$ cat src/rtl/periph_pkg.sv
// Peripheral bus definitions
// Address map, access codes and shared widths for the peripheral wrapper
package periph_pkg;

    localparam int ADDR_W   = 11;
    localparam int DATA_W   = 32;
    localparam int NUM_PINS = 8;

    // Pin index width, used by the function select map and the edge counter
    localparam int PIN_IDX_W = $clog2(NUM_PINS);

    // 16 full slots of 64 bytes and 16 simple slots of 16 bytes
    localparam int SLOT_W       = 4;
    localparam int NUM_SLOTS    = 1 << SLOT_W;
    localparam int FULL_OFS_W   = 6;
    localparam int SIMPLE_OFS_W = 4;
    localparam int BYTE_W       = 8;

    localparam int FUNC_SEL_W = 5;

    localparam logic [SLOT_W-1:0] SLOT_GPIO      = 4'd1;
    localparam logic [SLOT_W-1:0] SLOT_SCRATCH   = 4'd4;
    localparam logic [SLOT_W-1:0] SIMPLE_COUNTER = 4'd0;

    // Access size on the core's read and write request lines
    typedef enum logic [1:0] {
        ACC_BYTE = 2'b00,
        ACC_HALF = 2'b01,
        ACC_WORD = 2'b10,
        ACC_NONE = 2'b11
    } access_t;

    // Top bit picks a simple slot, low bits give the slot index
    typedef logic [FUNC_SEL_W-1:0] func_sel_t;

    localparam func_sel_t FUNC_GPIO_DEFAULT = {1'b0, SLOT_GPIO};

endpackage

$ cat src/rtl/edge_counter.sv
// Rising edge counter
// Byte peripheral counting 0-to-1 transitions on one selectable input pin
`timescale 1ns/1ps

module edge_counter
    import periph_pkg::*;
(
    input  logic                    clk,
    input  logic                    rst_n,
    input  logic                    i_wr,
    input  logic [SIMPLE_OFS_W-1:0] i_offset,
    input  logic [BYTE_W-1:0]       i_data,
    input  logic [NUM_PINS-1:0]     i_ui_in,
    output logic [BYTE_W-1:0]       o_read_data,
    output logic [NUM_PINS-1:0]     o_uo_out
);

    logic [BYTE_W-1:0]    count;
    logic [PIN_IDX_W-1:0] pin_sel;
    logic [NUM_PINS-1:0]  ui_q;
    logic                 rise;

    assign rise = i_ui_in[pin_sel] & ~ui_q[pin_sel];

    always_ff @(posedge clk) begin
        if (!rst_n) begin
            count   <= '0;
            pin_sel <= '0;
            ui_q    <= '0;
        end else begin
            ui_q <= i_ui_in;
            // A load takes priority over a counted edge
            if (i_wr && i_offset == 4'h0) begin
                count <= i_data;
            end else if (rise) begin
                count <= count + 1'b1;
            end
            if (i_wr && i_offset == 4'h1) begin
                pin_sel <= i_data[PIN_IDX_W-1:0];
            end
        end
    end

    always_comb begin
        case (i_offset)
            4'h0:    o_read_data = count;
            4'h1:    o_read_data = BYTE_W'(pin_sel);
            default: o_read_data = '0;
        endcase
    end

    assign o_uo_out = count;

endmodule

$ cat src/rtl/gpio_regs.sv
// GPIO block
// Output byte register, input pin readback and one output function
// select per pin
`timescale 1ns/1ps

module gpio_regs
    import periph_pkg::*;
(
    input  logic                  clk,
    input  logic                  rst_n,
    input  logic                  i_wr,
    input  logic [FULL_OFS_W-1:0] i_offset,
    input  logic [BYTE_W-1:0]     i_data,
    input  logic [NUM_PINS-1:0]   i_ui_in,
    output logic [NUM_PINS-1:0]   o_gpio_out,
    output func_sel_t             o_func_sel [NUM_PINS],
    output logic [DATA_W-1:0]     o_read_data
);

    logic                 hit_out;
    logic                 hit_in;
    logic                 hit_func;
    logic [PIN_IDX_W-1:0] func_idx;

    // Function selects live at 0x20..0x3C, one word per pin
    assign hit_out  = (i_offset == 6'h00);
    assign hit_in   = (i_offset == 6'h04);
    assign hit_func = i_offset[5] && (i_offset[1:0] == 2'b00);
    assign func_idx = i_offset[4:2];

    always_ff @(posedge clk) begin
        if (!rst_n) begin
            o_gpio_out <= '0;
        end else if (i_wr && hit_out) begin
            o_gpio_out <= i_data[NUM_PINS-1:0];
        end
    end

    always_ff @(posedge clk) begin
        if (!rst_n) begin
            for (int i = 0; i < NUM_PINS; i++) begin
                o_func_sel[i] <= FUNC_GPIO_DEFAULT;
            end
        end else if (i_wr && hit_func) begin
            o_func_sel[func_idx] <= i_data[FUNC_SEL_W-1:0];
        end
    end

    always_comb begin
        o_read_data = '0;
        if (hit_out) begin
            o_read_data = DATA_W'(o_gpio_out);
        end else if (hit_in) begin
            o_read_data = DATA_W'(i_ui_in);
        end else if (hit_func) begin
            o_read_data = DATA_W'(o_func_sel[func_idx]);
        end
    end

endmodule

$ cat src/rtl/periph_decode.sv
// Peripheral address decoder
// Splits the address into full and simple slot selects, gives each
// peripheral its write strobe and local offset, and muxes read data back
`timescale 1ns/1ps

module periph_decode
    import periph_pkg::*;
(
    input  logic [ADDR_W-1:0]     i_addr,
    input  access_t               i_write_n,
    input  logic [DATA_W-1:0]     i_data_scratch,
    input  logic [DATA_W-1:0]     i_data_gpio,
    input  logic [BYTE_W-1:0]     i_data_counter,
    output logic                  o_wr_gpio,
    output logic                  o_wr_scratch,
    output logic                  o_wr_counter,
    output logic [FULL_OFS_W-1:0] o_offset,
    output logic [DATA_W-1:0]     o_read_data
);

    logic [NUM_SLOTS-1:0] sel_full;
    logic [NUM_SLOTS-1:0] sel_simple;
    logic                 is_simple;
    logic                 write_req;

    assign is_simple = i_addr[ADDR_W-1];
    assign write_req = (i_write_n != ACC_NONE);

    // One-hot slot selects
    always_comb begin
        sel_full   = '0;
        sel_simple = '0;
        if (is_simple) begin
            sel_simple[i_addr[7:4]] = 1'b1;
        end else begin
            sel_full[i_addr[9:6]] = 1'b1;
        end
    end

    assign o_wr_gpio    = write_req & sel_full[SLOT_GPIO];
    assign o_wr_scratch = write_req & sel_full[SLOT_SCRATCH];
    assign o_wr_counter = write_req & sel_simple[SIMPLE_COUNTER];

    // Simple slots only see the low nibble of the address
    assign o_offset = is_simple ? FULL_OFS_W'(i_addr[SIMPLE_OFS_W-1:0])
                                : i_addr[FULL_OFS_W-1:0];

    // Unmapped slots fall through to zero
    always_comb begin
        o_read_data = '0;
        if (sel_full[SLOT_GPIO]) begin
            o_read_data = i_data_gpio;
        end
        if (sel_full[SLOT_SCRATCH]) begin
            o_read_data = i_data_scratch;
        end
        if (sel_simple[SIMPLE_COUNTER]) begin
            o_read_data = DATA_W'(i_data_counter);
        end
    end

endmodule

$ cat src/rtl/periph_top.sv
// Peripheral bus wrapper
// Connects the address decoder, GPIO, scratch bank, edge counter, output
// pin mux and the registered read return path
`timescale 1ns/1ps

module periph_top
    import periph_pkg::*;
(
    input  logic                clk,
    input  logic                rst_n,
    input  logic [NUM_PINS-1:0] i_ui_in,
    input  logic [ADDR_W-1:0]   i_addr,
    input  logic [DATA_W-1:0]   i_data,
    input  access_t             i_write_n,
    input  access_t             i_read_n,
    input  logic                i_read_complete,
    output logic [DATA_W-1:0]   o_data,
    output logic                o_data_ready,
    output logic [NUM_PINS-1:0] o_uo_out
);

    logic                  wr_gpio;
    logic                  wr_scratch;
    logic                  wr_counter;
    logic [FULL_OFS_W-1:0] offset;
    logic [DATA_W-1:0]     read_data;
    logic [DATA_W-1:0]     data_gpio;
    logic [DATA_W-1:0]     data_scratch;
    logic [BYTE_W-1:0]     data_counter;
    logic [NUM_PINS-1:0]   gpio_out;
    logic [NUM_PINS-1:0]   scratch_out;
    logic [NUM_PINS-1:0]   counter_out;
    func_sel_t             func_sel [NUM_PINS];

    periph_decode u_decode (
        .i_addr         (i_addr),
        .i_write_n      (i_write_n),
        .i_data_scratch (data_scratch),
        .i_data_gpio    (data_gpio),
        .i_data_counter (data_counter),
        .o_wr_gpio      (wr_gpio),
        .o_wr_scratch   (wr_scratch),
        .o_wr_counter   (wr_counter),
        .o_offset       (offset),
        .o_read_data    (read_data)
    );

    read_return u_return (
        .clk             (clk),
        .rst_n           (rst_n),
        .i_read_n        (i_read_n),
        .i_write_n       (i_write_n),
        .i_read_complete (i_read_complete),
        .i_read_data     (read_data),
        .o_data          (o_data),
        .o_data_ready    (o_data_ready)
    );

    gpio_regs u_gpio (
        .clk         (clk),
        .rst_n       (rst_n),
        .i_wr        (wr_gpio),
        .i_offset    (offset),
        .i_data      (i_data[BYTE_W-1:0]),
        .i_ui_in     (i_ui_in),
        .o_gpio_out  (gpio_out),
        .o_func_sel  (func_sel),
        .o_read_data (data_gpio)
    );

    pin_mux u_pins (
        .i_func_sel    (func_sel),
        .i_gpio_out    (gpio_out),
        .i_scratch_out (scratch_out),
        .i_counter_out (counter_out),
        .o_uo_out      (o_uo_out)
    );

    scratch_regs u_scratch (
        .clk         (clk),
        .rst_n       (rst_n),
        .i_wr        (wr_scratch),
        .i_write_n   (i_write_n),
        .i_offset    (offset),
        .i_data      (i_data),
        .o_read_data (data_scratch),
        .o_uo_out    (scratch_out)
    );

    edge_counter u_counter (
        .clk         (clk),
        .rst_n       (rst_n),
        .i_wr        (wr_counter),
        .i_offset    (offset[SIMPLE_OFS_W-1:0]),
        .i_data      (i_data[BYTE_W-1:0]),
        .i_ui_in     (i_ui_in),
        .o_read_data (data_counter),
        .o_uo_out    (counter_out)
    );

endmodule

$ cat src/rtl/pin_mux.sv
// Output pin multiplexer
// Each output pin takes its own bit from the peripheral named by its
// function select; unknown selects drive zero
`timescale 1ns/1ps

module pin_mux
    import periph_pkg::*;
(
    input  func_sel_t           i_func_sel [NUM_PINS],
    input  logic [NUM_PINS-1:0] i_gpio_out,
    input  logic [NUM_PINS-1:0] i_scratch_out,
    input  logic [NUM_PINS-1:0] i_counter_out,
    output logic [NUM_PINS-1:0] o_uo_out
);

    always_comb begin
        for (int i = 0; i < NUM_PINS; i++) begin
            case (i_func_sel[i])
                {1'b0, SLOT_GPIO}:      o_uo_out[i] = i_gpio_out[i];
                {1'b0, SLOT_SCRATCH}:   o_uo_out[i] = i_scratch_out[i];
                {1'b1, SIMPLE_COUNTER}: o_uo_out[i] = i_counter_out[i];
                default:                o_uo_out[i] = 1'b0;
            endcase
        end
    end

endmodule

$ cat src/rtl/read_return.sv
// Read return path
// Captures the selected read data into a register and holds it until the
// core signals read complete; data ready follows the request by one cycle
`timescale 1ns/1ps

module read_return
    import periph_pkg::*;
(
    input  logic              clk,
    input  logic              rst_n,
    input  access_t           i_read_n,
    input  access_t           i_write_n,
    input  logic              i_read_complete,
    input  logic [DATA_W-1:0] i_read_data,
    output logic [DATA_W-1:0] o_data,
    output logic              o_data_ready
);

    logic [DATA_W-1:0] data_r;
    logic              hold;
    logic              ready_r;
    logic              read_req;

    assign read_req = (i_read_n != ACC_NONE);

    always_ff @(posedge clk) begin
        if (!rst_n) begin
            hold    <= 1'b0;
            ready_r <= 1'b0;
        end else begin
            if (i_read_complete) begin
                hold <= 1'b0;
            end
            // A new capture wins over a complete in the same cycle
            if (!hold && read_req) begin
                hold <= 1'b1;
            end
            ready_r <= read_req;
        end
    end

    // Result stays put until the core has taken it
    always_ff @(posedge clk) begin
        if (!hold && read_req) begin
            data_r <= i_read_data;
        end
    end

    assign o_data = data_r;

    // Writes always complete in the cycle they are issued
    assign o_data_ready = ready_r | (i_write_n != ACC_NONE);

endmodule

$ cat src/rtl/scratch_regs.sv
// Scratch register bank
// Four 32-bit words on the full interface, written by byte, halfword or
// word; the low byte of word 0 is offered to the pins
`timescale 1ns/1ps

module scratch_regs
    import periph_pkg::*;
(
    input  logic                  clk,
    input  logic                  rst_n,
    input  logic                  i_wr,
    input  access_t               i_write_n,
    input  logic [FULL_OFS_W-1:0] i_offset,
    input  logic [DATA_W-1:0]     i_data,
    output logic [DATA_W-1:0]     o_read_data,
    output logic [NUM_PINS-1:0]   o_uo_out
);

    logic [DATA_W-1:0] regs [4];
    logic              hit;
    logic [1:0]        idx;

    // Words at 0, 4, 8 and 12 only
    assign hit = (i_offset[5:4] == 2'b00) && (i_offset[1:0] == 2'b00);
    assign idx = i_offset[3:2];

    always_ff @(posedge clk) begin
        if (!rst_n) begin
            for (int i = 0; i < 4; i++) begin
                regs[i] <= '0;
            end
        end else if (i_wr && hit) begin
            case (i_write_n)
                ACC_BYTE: regs[idx][7:0]  <= i_data[7:0];
                ACC_HALF: regs[idx][15:0] <= i_data[15:0];
                ACC_WORD: regs[idx]       <= i_data;
                default:  ;
            endcase
        end
    end

    assign o_read_data = hit ? regs[idx] : '0;
    assign o_uo_out    = regs[0][NUM_PINS-1:0];

endmodule

$ cat config.mk
export PLATFORM = sky130hd
export DESIGN_NAME = periph_top
export DESIGN_NICKNAME = d
export VERILOG_FILES = /design/src/rtl/periph_pkg.sv /design/src/rtl/edge_counter.sv /design/src/rtl/gpio_regs.sv /design/src/rtl/periph_decode.sv /design/src/rtl/periph_top.sv /design/src/rtl/pin_mux.sv /design/src/rtl/read_return.sv /design/src/rtl/scratch_regs.sv
export SDC_FILE = /design/constraint.sdc
export NUM_CORES = 1
export LEC_CHECK = 0
export BUFFER_PORTS_ARGS = -buffer_cell sky130_fd_sc_hd__buf_2
export CAP_MARGIN = 20
export CORE_MARGIN = 2
export CORE_UTILIZATION = 30
export CTS_CLUSTER_DIAMETER = 200
export DETAILED_ROUTE_END_ITERATION = 10
export PLACE_DENSITY = 0.53
export SKIP_CTS_REPAIR_TIMING = 1
export SYNTH_ARGS = -nofsm -noshare
export SYNTH_HDL_FRONTEND = slang
export SYNTH_SLANG_ARGS = --single-unit
$ cat constraint.sdc
create_clock -name clk -period 4.23 [get_ports clk]
set_input_delay 0.846 -clock clk [delete_from_list [all_inputs] [get_ports clk]]
set_output_delay 0.846 -clock clk [all_outputs]
set_load 0.01 [all_outputs]
# --- Word level (Yosys, flattened, before mapping) ---
# Memories as Yosys holds them, arrays and structs flattened.
# Index checks and enable logic that the tools add are counted.
# W data, S select, Z words.
totals:
  ff_bits: 101
  latch_bits: 0
  mem_bits_rw: 128
  rom_bits: 0
  input_bits: 58
  out_inout_bits: 41
  wordCells: 141
  memories: 1
op_classes:
  add_sub_neg: 1
  n_mul: 0
  div_mod_pow: 0
  magnitude_cmp: 7
  n_eq_ne: 30
  shifts: 0
  muxes: 56
  n_bitwise: 10
  reduce_logical: 20
mem_list:
  columns: ["name", "depth", "width", "read_ports", "rd_ports_with_merged_regs", "wr", "line", "text"]
  rows:
  - ["u_scratch.regs", 4, 32, 2, 0, 4, "scratch_regs.sv:19", "logic [DATA_W-1:0] regs [4];"]
ops:
  columns: ["cell", "n"]
  rows:
  - ["$mux W32", 6]
  - ["$mux W8", 6]
  - ["$bwmux W40", 1]
  - ["$eq A5 B1 Y1 const B", 8]
  - ["$eq A5 B3 Y1 const B", 8]
  - ["$eq A5 B5 Y1 const B", 8]
  - ["$reduce_or A32 Y1", 1]
  - ["$mux W5", 5]
  - ["$pmux W1 S3", 8]
  - ["$mux W1", 20]
  - ["$pmux W8 S2", 1]
  - ["$bmux W5 S3", 1]
  - ["$demux W5 S3", 1]
  - ["$logic_and A1 B1 Y1", 11]
  - ["$lt A4 B5 Y1 const B", 2]
  - ["$add A8 B1 Y8 const B", 1]
  - ["$demux W1 S4", 2]
  - ["$ge A4 B1 Y1 const B", 2]
  - ["$bmux W1 S3", 2]
  - ["$eq A6 B3 Y1 const B", 1]
  - ["$logic_not A2 Y1", 3]
  - ["$logic_not A6 Y1", 1]
  - ["$mux W6", 1]
  - ["$and A1 B1 Y1", 4]
  - ["other kinds (15)", 20]

# --- Depth between registers and ports, before layout ---
depth:
  word_depth: 14
  ltp_mapped: 8
  depth_no_buf: 5

# --- Modules after synthesis ---
# Synthesis repeated with hierarchy kept, for this count alone.
unflattened:
  cells_unflattened: 1057
  area_unflattened_um2: 12124.1
by_module_without_submodules:
  columns: ["mod", "n_inst", "cells_each", "area_each_um2", "seq_area_each_um2"]
  rows:
  - ["scratch_regs", 1, 455, 6343.6, 3843.7]
  - ["gpio_regs", 1, 334, 2829.0, 960.9]
  - ["edge_counter", 1, 115, 1042.2, 380.4]
  - ["read_return", 1, 40, 1038.5, 1001.0]
  - ["periph_decode", 1, 65, 555.5, 0.0]
  - ["pin_mux", 1, 48, 315.3, 0.0]

# --- Worst setup path before layout ---
# OpenSTA, ideal clock, no wires.
synth_path:
  path_type: "input to register"
  startpoint: "input i_addr[10]"
  endpoint: "memory u_scratch.regs[1][16], enable pin"
  setup_ns: 0.411
  arrival_time_ns: 3.053
  t_required_ns: 3.819
  path_slack_ns: 0.766
  stages: 7
  n_path_buf: 3
  cell_sequence: "buf_6 -> nor4_2 -> o2111a_1 -> buf_4 -> buf_2 -> nand2_1 -> o21ai_0"
synth_rtl:
  columns: ["item", "line", "text"]
  rows:
  - ["start: declaration", "periph_top.sv:12", "input logic [ADDR_W-1:0] i_addr,"]
  - ["end: declaration", "scratch_regs.sv:19", null]

# --- Worst setup path after layout ---
layout_path:
  startpoint: "register u_gpio.o_gpio_out[6]"
  endpoint: "output o_uo_out[6]"
layout_between:
  elab_chain_len: 1
layout_rtl:
  columns: ["item", "line", "text"]
  rows:
  - ["start: declaration", "gpio_regs.sv:15", "output logic [NUM_PINS-1:0] o_gpio_out,"]
  - ["start signal: assignment", "gpio_regs.sv:35", "o_gpio_out <= i_data[NUM_PINS-1:0];"]
  - ["$pmux W1 S3", "pin_mux.sv:18", "case (i_func_sel[i])"]
  - ["end: declaration", "periph_top.sv:19", "output logic [NUM_PINS-1:0] o_uo_out"]
# Every way passes these cells.

==> results_dict.tcl <==
set metrics [dict create \
    drcViolationCount 0 \
    cts_tree "done" \
    synth_edf_count 160 \
    switchingPower_mw 1.11 \
    finalPower_mw 4.99 \
    clkSinkCount 229 \
    start_util_pct 30.6 \
    cp_max_fo 3 \
    cts_buffer_depth 3 \
    p_comb_share_pct 6.4 \
    antenna_left 0 \
    setup_viol 0 \
    grt_start_max_net_pins 47 \
    finalClockSkew_ns 0.0114 \
    cellPowerDensity_mw_per_mm2 402 \
    htree_levels 1 \
    die_x_um 192 \
    dr_total_vias 6798 \
    swShare_pct 22.1 \
    root_buffer "clkbuf_16" \
    fin_crit_sh_pct 73.1 \
    drt-total-wl_um 28000 \
    grtUsageTotal_pct 15.2 \
    place.gp.congestion 0.806 \
    grt_pass1_wl_um 42300 \
    start_kind "register" \
    cp-startpoint "u_gpio.o_gpio_out[6]" \
    finalCriticalPeriod_ns 3.09 \
    rows 68 \
    numCtsBuffers 25 \
    power_leakage_nw 4.59 \
    core-area_mm2 0.0347 \
    first_global_vias 6777 \
    critPathCaptureType "output pin" \
    syn2layout_area_growth_pct 17.1 \
    antenna_found_initial 3 \
    dr.pass1.iters 5 \
    clkPwrFrac_pct 43.2 \
    r2r_start "u_counter.pin_sel[0]" \
    ys_ff_latch 229 \
    hold_violations 0 \
    dp_hpwl_um 19300 \
    cap_violations 0 \
    ys_seq_area_share_pct 58.2 \
    clkLatencyLatePin_ns 0.53 \
    wl_per_cell_um 20.1 \
    drv_slew 0 \
    netlist_area_mm2 0.0106 \
    arrival_ns 2.25 \
    max-slew-margin-rel_pct 43.0 \
    drt-initial-drc-count 439 \
    ys.flop_type "edfxtp_1" \
    drive_gt1_share_pct 23.6 \
    dieHeight_um 192 \
    fin_nets 975 \
    ys_types 60 \
    hold_path.class "register to register" \
    critPathRequiredTime_ns 3.38 \
    gr-total-overflow 0 \
    hp-start "u_gpio.o_func_sel[21]" \
    peakVddDrop_mv 0.210 \
    synthCells 820 \
    syn-num-nets 879 \
    rsz0062_at_grt "no" \
    timing.fmax_mhz 323 \
    tightest_slew_ns 0.833 \
    clk_pin_slew_ns 0.06 \
    design.die.area_mm2 0.0369 \
    status "finished clean" \
    critPathKind "register to output pin" \
    pwr-share-seq_pct 50.4 \
    async_reset_ff_share_pct 0 \
    postSynthAreaPerCell_um2 13.0 \
    pin_count 99 \
    yosys_warnings 0 \
    port_buffers 98 \
    internal_power_mw 3.89 \
    setup_tns_ns 0 \
    vias_per_cell 4.89 \
]
placed cells by master, fill, tap and decap left out, drive strengths merged, types with 3 or more instances in the layout:
cell / netlist / routed
mux2i: 65 / 65
nand2: 55 / 55
a21oi: 10 / 10
and3: 17 / 17
buf: 24 / 119
dfxtp: 69 / 69
nor2b: 3 / 3
clkbuf: 26 / 36
nor3: 17 / 17
inv: 5 / 6
o21ai: 23 / 23
nand4: 5 / 5
nor2: 68 / 68
clkinv: 0 / 6
and2: 145 / 145
or3: 7 / 7
nand2b: 15 / 15
a22oi: 3 / 3
a2111oi: 7 / 7
nand3: 7 / 7
edfxtp: 160 / 160
o22ai: 11 / 11
mux4: 44 / 44
nand3b: 3 / 3
flip-flops by register name, summed over array words and instances (netlist names):
signal / flops
u_counter.pin_sel: 3
u_return.hold: 1
u_return.o_data: 32
u_return.ready_r: 1
u_scratch.regs: 128
u_counter.ui_q: 8
u_gpio.o_gpio_out: 8
u_gpio.o_func_sel: 40
u_counter.o_uo_out: 8
cells by family after synthesis:
kind of cell             after synthesis  synth area share (%)
AND/OR/NAND/NOR                      353                  19.2
flip-flops                           229                  58.2
multiplexers                         109                  15.4
AO/OA/AOI/OAI                         70                  4.31
buffers and inverters                 55                  2.47
XOR/XNOR                               3                 0.247
adder cells (fa/ha/maj)                1                 0.118
power groups by stage:
stage | Sequential (mW) | Clock (mW) | Combinational [mW]
final | 2.52 | 2.16 | 0.321
after global routing | 2.52 | 2.30 | 0.348
after CTS | 2.52 | 2.21 | 0.327
after detailed placement | 2.57 | 0 | 0.327
after global placement | 2.56 | 0 | 0.325
after floorplan | 2.57 | 0 | 0.170
final cells by class:
cell class / instances / area [µm²]
antenna: 1 / 2.50
clock buffer: 36 / 708
clock inverter: 9 / 95.1
fill: 3424 / 22300
inverter: 5 / 18.8
multi-input combinational: 536 / 4190
sequential: 229 / 6190
tap: 455 / 569
timing repair buffer: 119 / 663
Yosys cell counts (all sizes together), types with 2 or more instances:
library cell / count / area [µm²]
xnor2: 2 / 17.5
nand4b: 2 / 17.5
and2: 145 / 910
o22ai: 11 / 75.1
or3: 7 / 43.8
a21oi: 10 / 50.1
and3: 17 / 106
a211o: 2 / 17.5
nand3: 7 / 47.6
clkbuf: 26 / 100
nor4: 2 / 25.0
nand2: 55 / 206
nor3: 17 / 185
dfxtp: 69 / 1380
nor2: 68 / 260
a31o: 2 / 17.5
mux4: 44 / 991
a31oi: 2 / 12.5
a22oi: 3 / 22.5
a2111oi: 7 / 61.3
o21ai: 23 / 115
inv: 5 / 18.8
nand4: 5 / 37.5
nand3b: 3 / 22.5
nand2b: 15 / 93.8
edfxtp: 160 / 4800
nor2b: 3 / 18.8
mux2i: 65 / 651
buf: 24 / 144
per-stage QoR:
stage               std cells  cell area, µm²  setup slack (ns)  hold slack [ns]  utilization [%]
finish                   1390           12400              1.14            0.524             35.8
CTS                      1389           12400              1.06            0.525             35.8
global placement         1344           11600              1.05            0.500             33.5
floorplan                 820           10600             0.766            0.473                -
detailed placement       1344           11600             0.946            0.509             33.5
global route             1390           12400             0.942            0.548             35.8
worst max-delay path, cell delays in order (launching register included):
cell and delay (ns):
dfxtp_1 0.41, nand2_1 0.07, o22ai_1 0.20, nor2_1 0.06
a2111oi_0 0.72, buf_2 0.26
worst paths after layout:
path	depth (start not counted)	slack, ns	to
worst max register to register	4	2.29	u_counter.o_uo_out[5]
worst max-delay path	5	1.14	o_uo_out[6]
worst min-delay path	2	0.52	u_gpio.o_func_sel[21]
worst min register to register	2	0.52	u_gpio.o_func_sel[21]
layer usage:
layer  vias up  share of wire (%)  wire, µm  track usage (%)
li1       3199                  -         -                -
met1      3381                 46     12800             21.2
met2       168                 47     13100             24.8
met3        46                5.0      1400             2.16
met4         4                2.1       596             4.29
met5         -              0.086        24                0
No activity file was read; power rests on OpenSTA's default activity.
